<file path="src/zx_params.svh">
`ifndef ZX_PARAMS_SVH
`define ZX_PARAMS_SVH

////////////////////////////////////////////////////////////////////////////
// bus and memory geometry
////////////////////////////////////////////////////////////////////////////

`define ADDR_W 16
`define DATA_W 8
`define PAGE_W 8
`define NUM_WIN 4

// fully decoded ports
`define PORT_7FFD 16'h7FFD
`define PORT_EFF7 16'hEFF7

// partially decoded ports, low byte only
`define PORT_FE_LO 8'hFE
`define PORT_BE_LO 8'hBE

// fixed ram pages of the middle windows
`define RAM_PAGE_WIN1 8'd5
`define RAM_PAGE_WIN2 8'd2

// fetches from this high byte may switch dos rom in
`define DOS_ENTRY_HI 8'h3D

`endif

</file>
<file path="src/zx_bus_pkg.sv">
`default_nettype none

`include "zx_params.svh"

package zx_bus_pkg;

	// high byte selects readback item, low byte picks the port
	typedef struct packed
	{
		logic [`ADDR_W/2-1:0] hi;
		logic [`ADDR_W/2-1:0] lo;
	} port_bytes_t;

	// full word for 7ffd/eff7, split bytes for fe and xxbe
	typedef union packed
	{
		logic [`ADDR_W-1:0] word;
		port_bytes_t        bytes;
	} port_addr_u;

	// kind of z80 bus cycle seen by the decoder
	typedef enum logic [1:0]
	{
		none,
		port_write,
		port_read,
		m1_fetch
	} cycle_kind_e;

endpackage

`default_nettype wire

</file>
<file path="src/zx_map_pkg.sv">
`default_nettype none

`include "zx_params.svh"

package zx_map_pkg;

	// physical page number, ram or rom
	typedef logic [`PAGE_W-1:0] page_t;

	// one of the four 16k cpu windows
	typedef logic [$clog2(`NUM_WIN)-1:0] win_idx_t;

	// what a window points at
	typedef struct packed
	{
		logic  rom;
		page_t page;
	} win_map_t;

endpackage

`default_nettype wire

</file>
<file path="src/map_state_if.sv">
`timescale 1ns/100ps
`default_nettype none

`include "zx_params.svh"

interface map_state_if ();

	// paging registers as last written
	logic [`DATA_W-1:0] p7ffd;
	logic [`DATA_W-1:0] eff7;
	logic               dos;

	modport source
	(
		output p7ffd, eff7, dos
	);

	modport sink
	(
		input p7ffd, eff7, dos
	);

endinterface

`default_nettype wire

</file>
<file path="src/port_cycle_if.sv">
`timescale 1ns/100ps
`default_nettype none

`include "zx_params.svh"

interface port_cycle_if import zx_bus_pkg::*; ();

	logic                stb;
	cycle_kind_e         kind;
	port_addr_u          addr;
	logic [`DATA_W-1:0]  wdata;
	logic                rd_active;

	modport source
	(
		output stb, kind, addr, wdata, rd_active
	);

	modport sink
	(
		input stb, kind, addr, wdata, rd_active
	);

endinterface

`default_nettype wire

</file>
<file path="src/zx_bus_decode.sv">
`timescale 1ns/100ps
`default_nettype none

`include "zx_params.svh"

module zx_bus_decode import zx_bus_pkg::*;
(
	input  logic               fclk,
	input  logic               rst,

	input  logic [`ADDR_W-1:0] a,
	input  logic [`DATA_W-1:0] d_in,
	input  logic               iorq_n,
	input  logic               mreq_n,
	input  logic               rd_n,
	input  logic               wr_n,
	input  logic               m1_n,

	port_cycle_if.source       cyc
);

	// sampled bus
	logic               iorq_s, mreq_s, rd_s, wr_s, m1_s;
	logic [`ADDR_W-1:0] a_s;
	logic [`DATA_W-1:0] d_s;

	cycle_kind_e kind_s;
	cycle_kind_e kind_p;
	logic        start;

	////////////////////////////////////////////////////////////////////////////
	// input sampling
	////////////////////////////////////////////////////////////////////////////

	always_ff @(posedge fclk)
	begin
		if (rst)
		begin
			iorq_s <= 1'b1;
			mreq_s <= 1'b1;
			rd_s   <= 1'b1;
			wr_s   <= 1'b1;
			m1_s   <= 1'b1;
		end
		else
		begin
			iorq_s <= iorq_n;
			mreq_s <= mreq_n;
			rd_s   <= rd_n;
			wr_s   <= wr_n;
			m1_s   <= m1_n;
		end
	end

	always_ff @(posedge fclk)
	begin
		a_s <= a;
		d_s <= d_in;
	end

	// classify the sampled cycle, port address is not looked at here
	always_comb
	begin
		kind_s = none;
		if (!iorq_s && m1_s && !wr_s)
			kind_s = port_write;
		else if (!iorq_s && m1_s && !rd_s)
			kind_s = port_read;
		else if (!mreq_s && !m1_s && !rd_s)
			kind_s = m1_fetch;
	end

	// first sample of a new cycle
	assign start = (kind_s != none) && (kind_s != kind_p);

	////////////////////////////////////////////////////////////////////////////
	// strobe generation
	////////////////////////////////////////////////////////////////////////////

	always_ff @(posedge fclk)
	begin
		if (rst)
		begin
			kind_p        <= none;
			cyc.stb       <= 1'b0;
			cyc.kind      <= none;
			cyc.rd_active <= 1'b0;
		end
		else
		begin
			kind_p        <= kind_s;
			cyc.stb       <= start;
			cyc.rd_active <= (kind_s == port_read);
			if (start)
				cyc.kind <= kind_s;
		end
	end

	// captured with the strobe
	always_ff @(posedge fclk)
	begin
		if (start)
		begin
			cyc.addr  <= a_s;
			cyc.wdata <= d_s;
		end
	end

endmodule

`default_nettype wire

</file>
<file path="src/zx_mem_pager.sv">
`timescale 1ns/100ps
`default_nettype none

`include "zx_params.svh"

module zx_mem_pager import zx_map_pkg::*;
(
	input  logic [`ADDR_W-1:0] a,

	map_state_if.sink          st,

	output win_map_t           win [`NUM_WIN],
	output page_t              mem_page,
	output logic               mem_rom
);

	win_idx_t sel;
	logic     one_meg;

	// 1M mode while eff7 bit 2 is clear
	assign one_meg = !st.eff7[2];

	always_comb
	begin
		// window 0, rom unless ram0 mapped by eff7
		if (st.eff7[3])
		begin
			win[0].rom  = 1'b0;
			win[0].page = '0;
		end
		else
		begin
			win[0].rom  = 1'b1;
			win[0].page = {{(`PAGE_W-2){1'b0}}, ~st.dos, st.p7ffd[4]};
		end

		win[1].rom  = 1'b0;
		win[1].page = `RAM_PAGE_WIN1;

		win[2].rom  = 1'b0;
		win[2].page = `RAM_PAGE_WIN2;

		// window 3, banked ram
		win[3].rom  = 1'b0;
		win[3].page = {{(`PAGE_W-5){1'b0}},
		               one_meg ? st.p7ffd[7:6] : 2'b00,
		               st.p7ffd[2:0]};
	end

	// window of the current cpu address
	assign sel      = a[`ADDR_W-1 -: $bits(win_idx_t)];
	assign mem_page = win[sel].page;
	assign mem_rom  = win[sel].rom;

endmodule

`default_nettype wire

</file>
<file path="src/zx_pager_top.sv">
`timescale 1ns/100ps
`default_nettype none

`include "zx_params.svh"

module zx_pager_top import zx_map_pkg::*;
(
	input  logic               fclk,
	input  logic               rst,

	// z80
	input  logic [`ADDR_W-1:0] a,
	input  logic [`DATA_W-1:0] d_in,
	input  logic               iorq_n,
	input  logic               mreq_n,
	input  logic               rd_n,
	input  logic               wr_n,
	input  logic               m1_n,

	output logic [`DATA_W-1:0] d_out,
	output logic               d_oe,

	// memory side
	output logic [`PAGE_W-1:0] mem_page,
	output logic               mem_rom,

	output logic [2:0]         border,
	output logic               dos
);

	port_cycle_if cyc ();
	map_state_if  st ();

	win_map_t win [`NUM_WIN];

	zx_bus_decode bus_decode
	(
		.fclk  (fclk  ),
		.rst   (rst   ),
		.a     (a     ),
		.d_in  (d_in  ),
		.iorq_n(iorq_n),
		.mreq_n(mreq_n),
		.rd_n  (rd_n  ),
		.wr_n  (wr_n  ),
		.m1_n  (m1_n  ),
		.cyc   (cyc   )
	);

	zx_port_regs port_regs
	(
		.fclk  (fclk  ),
		.rst   (rst   ),
		.cyc   (cyc   ),
		.st    (st    ),
		.border(border)
	);

	zx_mem_pager mem_pager
	(
		.a       (a       ),
		.st      (st      ),
		.win     (win     ),
		.mem_page(mem_page),
		.mem_rom (mem_rom )
	);

	zx_port_readback port_readback
	(
		.fclk (fclk ),
		.rst  (rst  ),
		.cyc  (cyc  ),
		.win  (win  ),
		.d_out(d_out),
		.d_oe (d_oe )
	);

	assign dos = st.dos;

endmodule

`default_nettype wire

</file>
<file path="src/zx_port_readback.sv">
`timescale 1ns/100ps
`default_nettype none

`include "zx_params.svh"

module zx_port_readback import zx_bus_pkg::*, zx_map_pkg::*;
(
	input  logic               fclk,
	input  logic               rst,

	port_cycle_if.sink         cyc,
	input  win_map_t           win [`NUM_WIN],

	output logic [`DATA_W-1:0] d_out,
	output logic               d_oe
);

	logic                 be_read;
	logic [`NUM_WIN-1:0]  rom_bits;
	logic [`DATA_W-1:0]   rb_data;
	win_idx_t             rb_win;

	assign be_read = cyc.stb && (cyc.kind == port_read) &&
	                 (cyc.addr.bytes.lo == `PORT_BE_LO);

	assign rom_bits = {win[3].rom, win[2].rom, win[1].rom, win[0].rom};
	assign rb_win   = cyc.addr.bytes.hi[$bits(win_idx_t)-1:0];

	// item chosen by the high address byte
	always_comb
	begin
		if (cyc.addr.bytes.hi < `NUM_WIN)
			rb_data = win[rb_win].page;
		else if (cyc.addr.bytes.hi == `NUM_WIN)
			rb_data = {{(`DATA_W-`NUM_WIN){1'b0}}, rom_bits};
		else
			rb_data = 8'hFF;
	end

	always_ff @(posedge fclk)
	begin
		if (rst)
			d_oe <= 1'b0;
		else if (be_read)
			d_oe <= 1'b1;
		else if (!cyc.rd_active)
			d_oe <= 1'b0;
	end

	// held for the rest of the read cycle
	always_ff @(posedge fclk)
	begin
		if (be_read)
			d_out <= rb_data;
	end

endmodule

`default_nettype wire

</file>
<file path="src/zx_port_regs.sv">
`timescale 1ns/100ps
`default_nettype none

`include "zx_params.svh"

module zx_port_regs import zx_bus_pkg::*, zx_map_pkg::*;
(
	input  logic         fclk,
	input  logic         rst,

	port_cycle_if.sink   cyc,
	map_state_if.source  st,

	output logic [2:0]   border
);

	logic     lock;
	logic     wr_stb;
	logic     m1_stb;
	win_idx_t fetch_win;

	// 128k lock only holds with 1M mode off
	assign lock = st.p7ffd[5] && st.eff7[2];

	assign wr_stb = cyc.stb && (cyc.kind == port_write);
	assign m1_stb = cyc.stb && (cyc.kind == m1_fetch);

	// window of the opcode fetch
	assign fetch_win = cyc.addr.word[`ADDR_W-1 -: $bits(win_idx_t)];

	////////////////////////////////////////////////////////////////////////////
	// port writes
	////////////////////////////////////////////////////////////////////////////

	always_ff @(posedge fclk)
	begin
		if (rst)
		begin
			st.p7ffd <= '0;
			st.eff7  <= '0;
			border   <= 3'd0;
		end
		else if (wr_stb)
		begin
			if ((cyc.addr.word == `PORT_7FFD) && !lock)
				st.p7ffd <= cyc.wdata;

			if (cyc.addr.word == `PORT_EFF7)
				st.eff7 <= cyc.wdata;

			// border decoded on the low byte only
			if (cyc.addr.bytes.lo == `PORT_FE_LO)
				border <= cyc.wdata[2:0];
		end
	end

	////////////////////////////////////////////////////////////////////////////
	// dos flag from m1 fetches
	////////////////////////////////////////////////////////////////////////////

	always_ff @(posedge fclk)
	begin
		if (rst)
			st.dos <= 1'b0;
		else if (m1_stb)
		begin
			// entry into 3Dxx while basic48 rom is on
			if ((cyc.addr.bytes.hi == `DOS_ENTRY_HI) && st.p7ffd[4])
				st.dos <= 1'b1;
			// any fetch outside the rom window leaves dos
			else if (fetch_win != '0)
				st.dos <= 1'b0;
		end
	end

endmodule

`default_nettype wire
</file>
<file path="config.mk">
export PLATFORM = sky130hd
export DESIGN_NAME = zx_pager_top
export DESIGN_NICKNAME = d
export VERILOG_FILES = /design/src/zx_bus_pkg.sv /design/src/zx_map_pkg.sv /design/src/map_state_if.sv /design/src/port_cycle_if.sv /design/src/zx_bus_decode.sv /design/src/zx_mem_pager.sv /design/src/zx_pager_top.sv /design/src/zx_port_readback.sv /design/src/zx_port_regs.sv
export VERILOG_INCLUDE_DIRS = /design/src
export SDC_FILE = /design/constraint.sdc
export NUM_CORES = 1
export LEC_CHECK = 0
export BUFFER_PORTS_ARGS = -buffer_cell sky130_fd_sc_hd__buf_2
export CORE_MARGIN = 2
export CORE_UTILIZATION = 53
export DETAILED_ROUTE_END_ITERATION = 6
export PLACE_DENSITY = 0.89
export SYNTH_ARGS = -nofsm -noshare
export SYNTH_HDL_FRONTEND = slang
export SYNTH_SLANG_ARGS = --single-unit
export TNS_END_PERCENT = 20
</file>
<file path="constraint.sdc">
create_clock -name fclk -period 2.1 [get_ports fclk]
set_input_delay 0.42 -clock fclk [delete_from_list [all_inputs] [get_ports fclk]]
set_output_delay 0.42 -clock fclk [all_outputs]
set_load 0.01 [all_outputs]
</file>
# Yosys cells after proc, flatten, opt, wreduce, memory -nomap -nowiden
# Index checks and enable logic that the tools add are counted.
[totals] register_bits=84 output_inout_bits=22 inputBits=31 wordCells=80
[classes] mux=17 n_lt_le_gt_ge=3 eq_ne=12 n_bitwise=3 reduce_logical=26
[op_table] operator="$bmux W9 S2" count=2
[op_table] operator="$mux W8" count=4
[op_table] operator="$mux W9" count=3
[op_table] operator="$eq A16 B15 Y1 const B" count=1
[op_table] operator="$eq A16 B16 Y1 const B" count=1
[op_table] operator="$eq A8 B8 Y1 const B" count=2
[op_table] operator="$logic_and A1 B1 Y1" count=13
[op_table] operator="$eq A8 B3 Y1 const B" count=1
[op_table] operator="$eq A8 B6 Y1 const B" count=1
[op_table] operator="$lt A8 B3 Y1 const B" count=1
[op_table] operator="$mux W2" count=4
[op_table] operator="$reduce_and A2 Y1" count=4
[op_table] operator="$eq A2 B2 Y1 const B" count=3
[op_table] operator="$ge A3 B3 Y1 const B" count=2
[op_table] operator="$logic_not A1 Y1" count=6
[op_table] operator="$not A2 Y3" count=2
[op_table] operator="$reduce_bool A2 Y1" count=3
[op_table] operator="$mux W1" count=4
[op_table] operator="$eq A2 B1 Y1 const B" count=1
[op_table] operator="$ne A2 B1 Y1 const B" count=1
[op_table] operator="$ne A2 B2 Y1" count=1
[op_table] operator="$not A1 Y1" count=1

# Logic depth before layout (Yosys ltp)
# Gate-level depths: netlist (run 1).
[depth] ltp_word=8 depth_mapped=6

# Cells and area by module
# Synthesis (run 1) repeated with hierarchy kept, for this count alone.
[hier_totals] hier_cells=298 area_unflattened_um2=3679.8
[by_module_without_submodules] module="zx_bus_decode" seq_area_each_um2=1421.4 area_per_inst_um2=1694.1 instances=1 cells_per_inst=93
[by_module_without_submodules] module="zx_port_regs" seq_area_each_um2=400.4 area_per_inst_um2=918.4 instances=1 cells_per_inst=87
[by_module_without_submodules] module="zx_port_readback" seq_area_each_um2=260.2 area_per_inst_um2=714.4 instances=1 cells_per_inst=67
[by_module_without_submodules] module="zx_mem_pager" seq_area_each_um2=0.0 area_per_inst_um2=352.8 instances=1 cells_per_inst=51

# Worst setup path before layout (run 1)
# No wires, ideal clock.
[synth_path] path_kind="register to register" start="register bus_decode.m1_s" end="register bus_decode.cyc.addr[0], enable pin" required_ps=1721 arrival_ps=1451 path_buffers=0 stages_incl_launch_ff=5 setup_time_ps=379 slack_ps=270 synth_period_minus_slack_ps=1830 cell_sequence="dfxtp_1 > or3b_1 > nand2_1 > a2bb2oi_1 > inv_1"
[synth_between] elab_chain_cells=8 word_cells_on_any_way=12
[synth_rtl] item="from (decl)" line_no="zx_bus_decode.sv:23" text="logic iorq_s, mreq_s, rd_s, wr_s, m1_s;"
[synth_rtl] item="from (signal assigned)" line_no="zx_bus_decode.sv:51" text="m1_s <= m1_n;"
[synth_rtl] item="$logic_not A1 Y1" line_no="zx_bus_decode.sv:69" text="else if (!mreq_s && !m1_s && !rd_s)"
[synth_rtl] item="$logic_and A1 B1 Y1 (2 in series)" line_no="zx_bus_decode.sv:69"
[synth_rtl] item="$mux W2" line_no="zx_bus_decode.sv:69"
[synth_rtl] item="$mux W2" line_no="zx_bus_decode.sv:67" text="else if (!iorq_s && m1_s && !rd_s)"
[synth_rtl] item="$mux W2 *" line_no="zx_bus_decode.sv:65" text="if (!iorq_s && m1_s && !wr_s)"
[synth_rtl] item="$ne A2 B2 Y1 or $reduce_bool A2 Y1 (tied branches)" line_no="zx_bus_decode.sv:74" text="assign start = (kind_s != none) && (kind_s != kind_p);"
[synth_rtl] item="$logic_and A1 B1 Y1 *" line_no="zx_bus_decode.sv:74"
[synth_rtl] item="via bus_decode.start" line_no="zx_bus_decode.sv:29" text="logic start;"
[synth_rtl] item="to (signal assigned)" line_no="zx_bus_decode.sv:104" text="cyc.addr <= a_s;"
[synth_rtl] item="to (decl)" line_no="port_cycle_if.sv:16" text="output stb, kind, addr, wdata, rd_active"
# Mark *: on every way through the listed nets, which the timed path passes. The rest lies on a longest branch.
# A chain may end at the register's enable or synchronous reset.

# Worst setup path in the final report (run 1)
[layout_path] start="register bus_decode.m1_s" end="register bus_decode.cyc.wdata[4], enable pin"
[layout_between] elab_chain_cells=8 word_cells_on_any_way=12
[layout_rtl] item="$logic_not A1 Y1" line_no="zx_bus_decode.sv:69"
[layout_rtl] item="$logic_and A1 B1 Y1 (2 in series)" line_no="zx_bus_decode.sv:69"
[layout_rtl] item="$mux W2" line_no="zx_bus_decode.sv:69"
[layout_rtl] item="$mux W2" line_no="zx_bus_decode.sv:67"
[layout_rtl] item="$mux W2 *" line_no="zx_bus_decode.sv:65"
[layout_rtl] item="$ne A2 B2 Y1 or $reduce_bool A2 Y1 (tied branches)" line_no="zx_bus_decode.sv:74"
[layout_rtl] item="$logic_and A1 B1 Y1 *" line_no="zx_bus_decode.sv:74"
[layout_rtl] item="via bus_decode.start" line_no="zx_bus_decode.sv:29"
[layout_rtl] item="to (signal assigned)" line_no="zx_bus_decode.sv:105" text="cyc.wdata <= d_s;"
[layout_rtl] item="to (decl)" line_no="port_cycle_if.sv:16"
# Marked as above.

==> qor.tcl, run 1 <==
set qor(status) {complete, no violations}
set qor(grt_pass1_wl_um) 7680
set qor(synth-compound-area-share_pct) 9.70
set qor(final_hpwl_dp_um) 3360
set qor(syn-mean-instance-area_sq_um) 12.7
set qor(worst_setup_hold_path_clk_slew_ns) 0.07
set qor(wl_per_cell_um) 14.3
set qor(ys.flop_type) {dfxtp_1}
set qor(dieArea_sq_mm) 0.00572
set qor(worst-path-max-fanout) 24
set qor(antennaDiodeCount) 0
set qor(setup_total_negative_slack_ns) 0
set qor(final.period_utilization_pct) 92.2
set qor(synth_fa_ha_area_share_pct) 0
set qor(fin_nets) 299
set qor(worstRegToRegCells) 5
set qor(final-hold-violation-count) 0
set qor(post_synth_inst_count) 214
set qor(drc_errors) 0
set qor(layout.area.seq_sq_mm) 0.00188
set qor(synth_simple_gate_area_share_pct) 16.1
set qor(cts-root-buf) {clkbuf_8}
set qor(std_cell_rows) 26
set qor(gp_congestion) 0.792
set qor(grt.overflow.total) 0
set qor(synth_cell_types) 47
set qor(overall_power_consumption_mw) 2.91
set qor(detailedRoute.firstIterationViolations) 220
set qor(footprint_of_the_multi_input_gates_sq_um) 759
set qor(fillerInstances) 356
set qor(grt_setup_unrepaired) {no}
set qor(maxSlewHeadroom_pct) 65.8
set qor(power-per-cell-area_mw_per_mm2) 902
set qor(worst_ep_arrival_time_ns) 2.00
set qor(setup_violations) 0
set qor(timing.critical_path.from) {bus_decode.m1_s}
set qor(io_buffers) 49
set qor(critPathKind) {reg2reg}
set qor(end_kind) {flip-flop}
set qor(maxSlewViolCount) 0
set qor(num_io_pins) 53
set qor(reg2reg_from) {bus_decode.m1_s}
set qor(synth.cell_area_sq_mm) 0.00272
set qor(postPlaceCellArea_sq_mm) 0.00302
set qor(finalClockSkew_ns) 0.00931
set qor(max_cap_viol_count) 0
set qor(cts-htree-levels) 3
set qor(cts_tree) {done}
set qor(area_delta_synth_final_pct) 18.6
set qor(layout-drive-gt1-share_pct) 28.2
set qor(synth.mux.area_fraction_pct) 1.47
set qor(yosysSeqAreaShare_pct) 69.1
set qor(post_drt_via_cell_ratio) 5.32
set qor(postSynthRegisterBits) 79
set qor(non_filler_cells_in_the_finished_layout) 343
set qor(numPlacedInstances) 327
set qor(post_cts_hold_buffers) 0
set qor(regToRegEndpoint) {bus_decode.cyc.wdata[4]}
set qor(critPathLaunchType) {flip-flop}
set qor(clock_insertion_delay_worst_skew_ns) 0.34
set qor(wirelength_um) 4910
set qor(floorplan.initialDensity_pct) 54.0
set qor(grt_start_max_net_pins) 26
set qor(synthesis.yosys.warnings) 0
set qor(dieHeight_um) 75.7
set qor(hold_depth) 1
set qor(combinational_family_with_the_most_area_after_synthesis) {simple AND/OR/NAND/NOR gates}
set qor(min_to) {bus_decode.d_s[5]}
set qor(fmax_mhz) 517
set qor(cts_max_path_buffers) 2
set qor(drt_pre_antenna_iters) 5
set qor(peakVddDrop_uv) 620
set qor(fin_crit_ns) 1.94
set qor(async_flop_share_pct) 0
set qor(vias_in_the_first_global_route) 1673
set qor(min-delay-start) {d_in[5]}
set qor(fp.dieW_um) 75.7
set qor(floorplan_core_area_sq_mm) 0.00504
set qor(post_synth_xor_xnor_area_pct) 0
set qor(grtUsageTotal_pct) 19.0
set qor(path_category_of_the_worst_min_delay_check) {in2reg}
set qor(dr_total_vias) 1824
set qor(grt_antenna_before_repair) 0
set qor(final_instance_area_sq_mm) 0.00323
set qor(p_leak_nw) 1.25
set qor(max_slew.worst_pin.slew_ns) 0.510
set qor(clkSinkCount) 79
set qor(worst-r2r-setup-slack_ns) 0.16
set qor(cts_made_buffers) 9
set qor(synth_enable_flop_cells) 30
set qor(critPathRequiredTime_ns) 2.17
set qor(route.antenna.remaining_nets) 0
==> registers in the layout, indices dropped and copies added, names as in the netlist, 2 cells and up <==
signal,flops
bus_decode.a_s,16
bus_decode.cyc.addr,16
bus_decode.cyc.wdata,8
bus_decode.d_s,8
port_regs.st.p7ffd,7
port_readback.d_out,6
port_regs.border,3
bus_decode.cyc.kind,2
bus_decode.kind_p,2
port_regs.st.eff7,2
==> area by class of cell <==
class                   instances  area share [%]
repair buffers                 51            8.07
clock inverters                 5            2.25
well taps                      70            2.71
clock buffers                  11            4.07
flip-flops and latches         79            58.3
inverters                       9            1.05
multi-input cells             118            23.5
==> placed cells by master, fill, tap and decap left out, types with 3 or more instances in the layout <==
master	count
dfxtp_1	49
buf_2	49
edfxtp_1	30
nand3_1	14
a21oi_1	13
nand2_1	10
inv_1	9
o21ai_1	9
clkbuf_8	9
o21ai_0	7
nor2_1	6
or2_2	6
nor3_1	4
nor3b_1	4
mux2i_1	4
or3_1	3
conb_1	3
==> critical path, cell delays in order, from the launching register on <==
cell and delay, ns:
dfxtp_1 0.39, or3b_1 0.43, a31oi_1 0.25, a2bb2oi_2 0.25, inv_1 0.10, buf_4 0.24
==> stage by stage <==
stage	hold slack [ns]	utilization, %	setup WS [ns]
after floorplan	0.386	-	0.270
after global placement	0.387	59.8	0.356
after detailed placement	0.389	59.8	0.205
after CTS	0.155	63.9	0.120
after global routing	0.154	64.0	0.115
final	0.178	64.0	0.164
==> cells by family (layout without fill, tap and decap cells) <==
group	Yosys count	in the layout
simple gates	67	67
compound gates	44	44
flops	79	79
other cells	1	3
mux	4	4
buf+inv	19	76
==> synth_stat cells, types with 3 or more instances <==
library cell | n | area, sq um
nor2_1 | 6 | 22.5
inv_1 | 9 | 33.8
a21oi_1 | 13 | 65.1
buf_2 | 3 | 15.0
mux2i_1 | 4 | 40.0
nor3_1 | 4 | 20.0
nor3b_1 | 4 | 30.0
edfxtp_1 | 30 | 901
or2_2 | 6 | 37.5
buf_4 | 5 | 37.5
dfxtp_1 | 49 | 981
o21ai_0 | 7 | 35.0
nand3_1 | 14 | 70.1
or3_1 | 3 | 18.8
nand2_1 | 10 | 37.5
o21ai_1 | 9 | 45.0
==> worst max path at each step <==
stage / to / slack (ns)
final: bus_decode.cyc.wdata[4] / 0.16
after global routing: bus_decode.cyc.addr[2] / 0.11
after CTS: bus_decode.cyc.wdata[4] / 0.12
after detailed placement: bus_decode.cyc.addr[1] / 0.21
after global placement: bus_decode.cyc.addr[3] / 0.36
after floorplan: bus_decode.cyc.addr[0] / 0.27
==> report_power, final <==
group          switching [mW]  internal (mW)
Clock                   0.490          0.660
Sequential             0.0264           1.64
Combinational          0.0522         0.0415
Total                   0.568           2.34
==> layer usage <==
metal,up-vias,wire length [um],GRT usage (%)
met5,-,0,0
li1,886,-,-
met4,0,34,9.55
met2,101,2500,29.7
met3,4,429,7.41
met1,833,1950,23.1
==> repair_timing <==
item / 4_1_cts / 5_1_grt
gates resized for setup: 0 / 1
setup buffers: 0 / 0
endpoints found under the setup margin: 0 / 22
Note: power is estimated with default switching activity, not from simulation.
==> inputs of run 2 (changes only) <==
- MAX_ROUTING_LAYER: default -> met4
==> run 2 against run 1 <==
Register-to-register slack improved by 0.02 ns. Critical endpoint unchanged. Highest routed layer unchanged. Die area unchanged. Largest cell class unchanged. Combinational power about the same.
==> qor.tcl, run 2 (same netlist as run 1, synthesis figures left out) <==
set qor(non_filler_cells_in_the_finished_layout) 343
set qor(worst-path-max-fanout) 24
set qor(power-per-cell-area_mw_per_mm2) 903
set qor(dieArea_sq_mm) 0.00572
set qor(critPathLaunchType) {flip-flop}
set qor(grt_start_max_net_pins) 26
set qor(antennaDiodeCount) 0
set qor(grt_setup_unrepaired) {no}
set qor(grt_pass1_wl_um) 7680
set qor(io_buffers) 49
set qor(wirelength_um) 4870
set qor(grtUsageTotal_pct) 19.6
set qor(maxSlewHeadroom_pct) 64.8
set qor(fillerInstances) 356
set qor(floorplan.initialDensity_pct) 54.0
set qor(layout.area.seq_sq_mm) 0.00188
set qor(critPathRequiredTime_ns) 2.17
set qor(final-hold-violation-count) 0
set qor(crit_path_max_incr_delay_ns) 0.43
set qor(setup_fix_buffers_added_after_clock_tree_synthesis) 0
set qor(setup_violations) 0
set qor(end_kind) {flip-flop}
set qor(setup_total_negative_slack_ns) 0
set qor(clock_insertion_delay_worst_skew_ns) 0.34
set qor(critPathSlowestCell) {or3b_1}
set qor(worst_setup_hold_path_clk_slew_ns) 0.07
set qor(cts-htree-levels) 3
set qor(vias_in_the_first_global_route) 1670
set qor(fmax_mhz) 521
set qor(critPathKind) {reg2reg}
set qor(fp.dieW_um) 75.7
set qor(overall_power_consumption_mw) 2.91
set qor(drc_errors) 0
set qor(post_cts.resized_instances) 0
set qor(registers_with_the_most_flip_flops) {bus_decode.a_s: 16 flops, bus_decode.cyc.addr: 16 flops}
set qor(dieHeight_um) 75.7
set qor(fin_nets) 299
set qor(cts-root-buf) {clkbuf_8}
set qor(floorplan_core_area_sq_mm) 0.00504
set qor(layout-drive-gt1-share_pct) 28.2
set qor(final.period_utilization_pct) 91.3
set qor(worst_ep_arrival_time_ns) 1.98
set qor(cts_made_buffers) 9
set qor(path_cells) {or3b_1 -> a31oi_1 -> a2bb2oi_2 -> inv_1 -> buf_4}
set qor(hold_ws_ns) 0.177
set qor(wl_per_cell_um) 14.2
set qor(peakVddDrop_uv) 621
set qor(drt_pre_antenna_iters) 4
set qor(path_category_of_the_worst_min_delay_check) {in2reg}
set qor(max_slew.worst_pin.slew_ns) 0.524
set qor(gp_congestion) 0.803
set qor(fin_crit_ns) 1.92
set qor(footprint_of_the_multi_input_gates_sq_um) 759
set qor(finalClockSkew_ns) 0.00879
set qor(dr_total_vias) 1824
set qor(post_drt_via_cell_ratio) 5.32
set qor(clkSinkCount) 79
set qor(grt.overflow.total) 0
set qor(num_io_pins) 53
set qor(maxSlewViolCount) 0
set qor(route.antenna.remaining_nets) 0
set qor(grt_antenna_before_repair) 0
set qor(cts_tree) {done}
set qor(most-common-layout-cells) {dfxtp_1 (49), buf_2 (49), edfxtp_1 (30), nand3_1 (14), a21oi_1 (13)}
set qor(detailedRoute.firstIterationViolations) 184
set qor(area_delta_synth_final_pct) 18.6
set qor(final_hpwl_dp_um) 3360
set qor(cts_max_path_buffers) 2
set qor(p_leak_nw) 1.25
set qor(max_cap_viol_count) 0
set qor(status) {complete, no violations}
set qor(numPlacedInstances) 327
set qor(postLayoutCoreUtil_pct) 64.0
set qor(std_cell_rows) 26
set qor(post_cts_hold_buffers) 0
==> run 2: cell counts in the layout (fill, tap and decap cells not counted) <==
Identical to the previous run, type by type.
==> run 2: layout make-up <==
type / instances / share of cell area, %
Timing Repair Buffer: 51 / 8.07
Clock inverter: 5 / 2.25
Inverter: 9 / 1.05
Clock buffer: 11 / 4.07
Sequential cell: 79 / 58.3
Tap cell: 70 / 2.71
Multi-Input combinational cell: 118 / 23.5
==> run 2: through the flow <==
step	cell area (sq um)	setup WS, ns
after floorplan	2730	0.270
after global placement	3020	0.356
after detailed placement	3020	0.205
after CTS	3220	0.120
after global routing	3230	0.115
final	3230	0.182
==> run 2: worst max-delay path: cells and delay by family, from the launching register on <==
family          cells  cell delay [ns]
compound gates      2             0.49
buf+inv             2             0.34
flops               1             0.38
simple gates        1             0.43
==> run 2: path summary, 6_finish.rpt <==
kind | endpoint | start | slack, ns | depth (start not counted)
setup reg to reg | bus_decode.cyc.wdata[4] | bus_decode.m1_s | 0.18 | 5
hold / removal | bus_decode.d_s[5] | d_in[5] | 0.18 | 1
hold reg to reg | bus_decode.cyc.addr[5] | bus_decode.a_s[5] | 0.40 | 0
setup / recovery | bus_decode.cyc.wdata[4] | bus_decode.m1_s | 0.18 | 5
==> run 2: metal layers <==
layer | track usage, % | routed length, um | up-vias
met5 | - | 0 | -
met4 | 11.3 | 72 | 0
met3 | 5.95 | 328 | 8
met2 | 29.6 | 2440 | 82
met1 | 23.3 | 2020 | 848
li1 | - | - | 886
==> run 2: report_power, final <==
part           switching, mW  leakage, nW  total (mW)  internal, mW
sequential            0.0264        0.683        1.67          1.64
combinational         0.0520        0.463      0.0934        0.0415
clock                  0.491        0.102        1.15         0.660
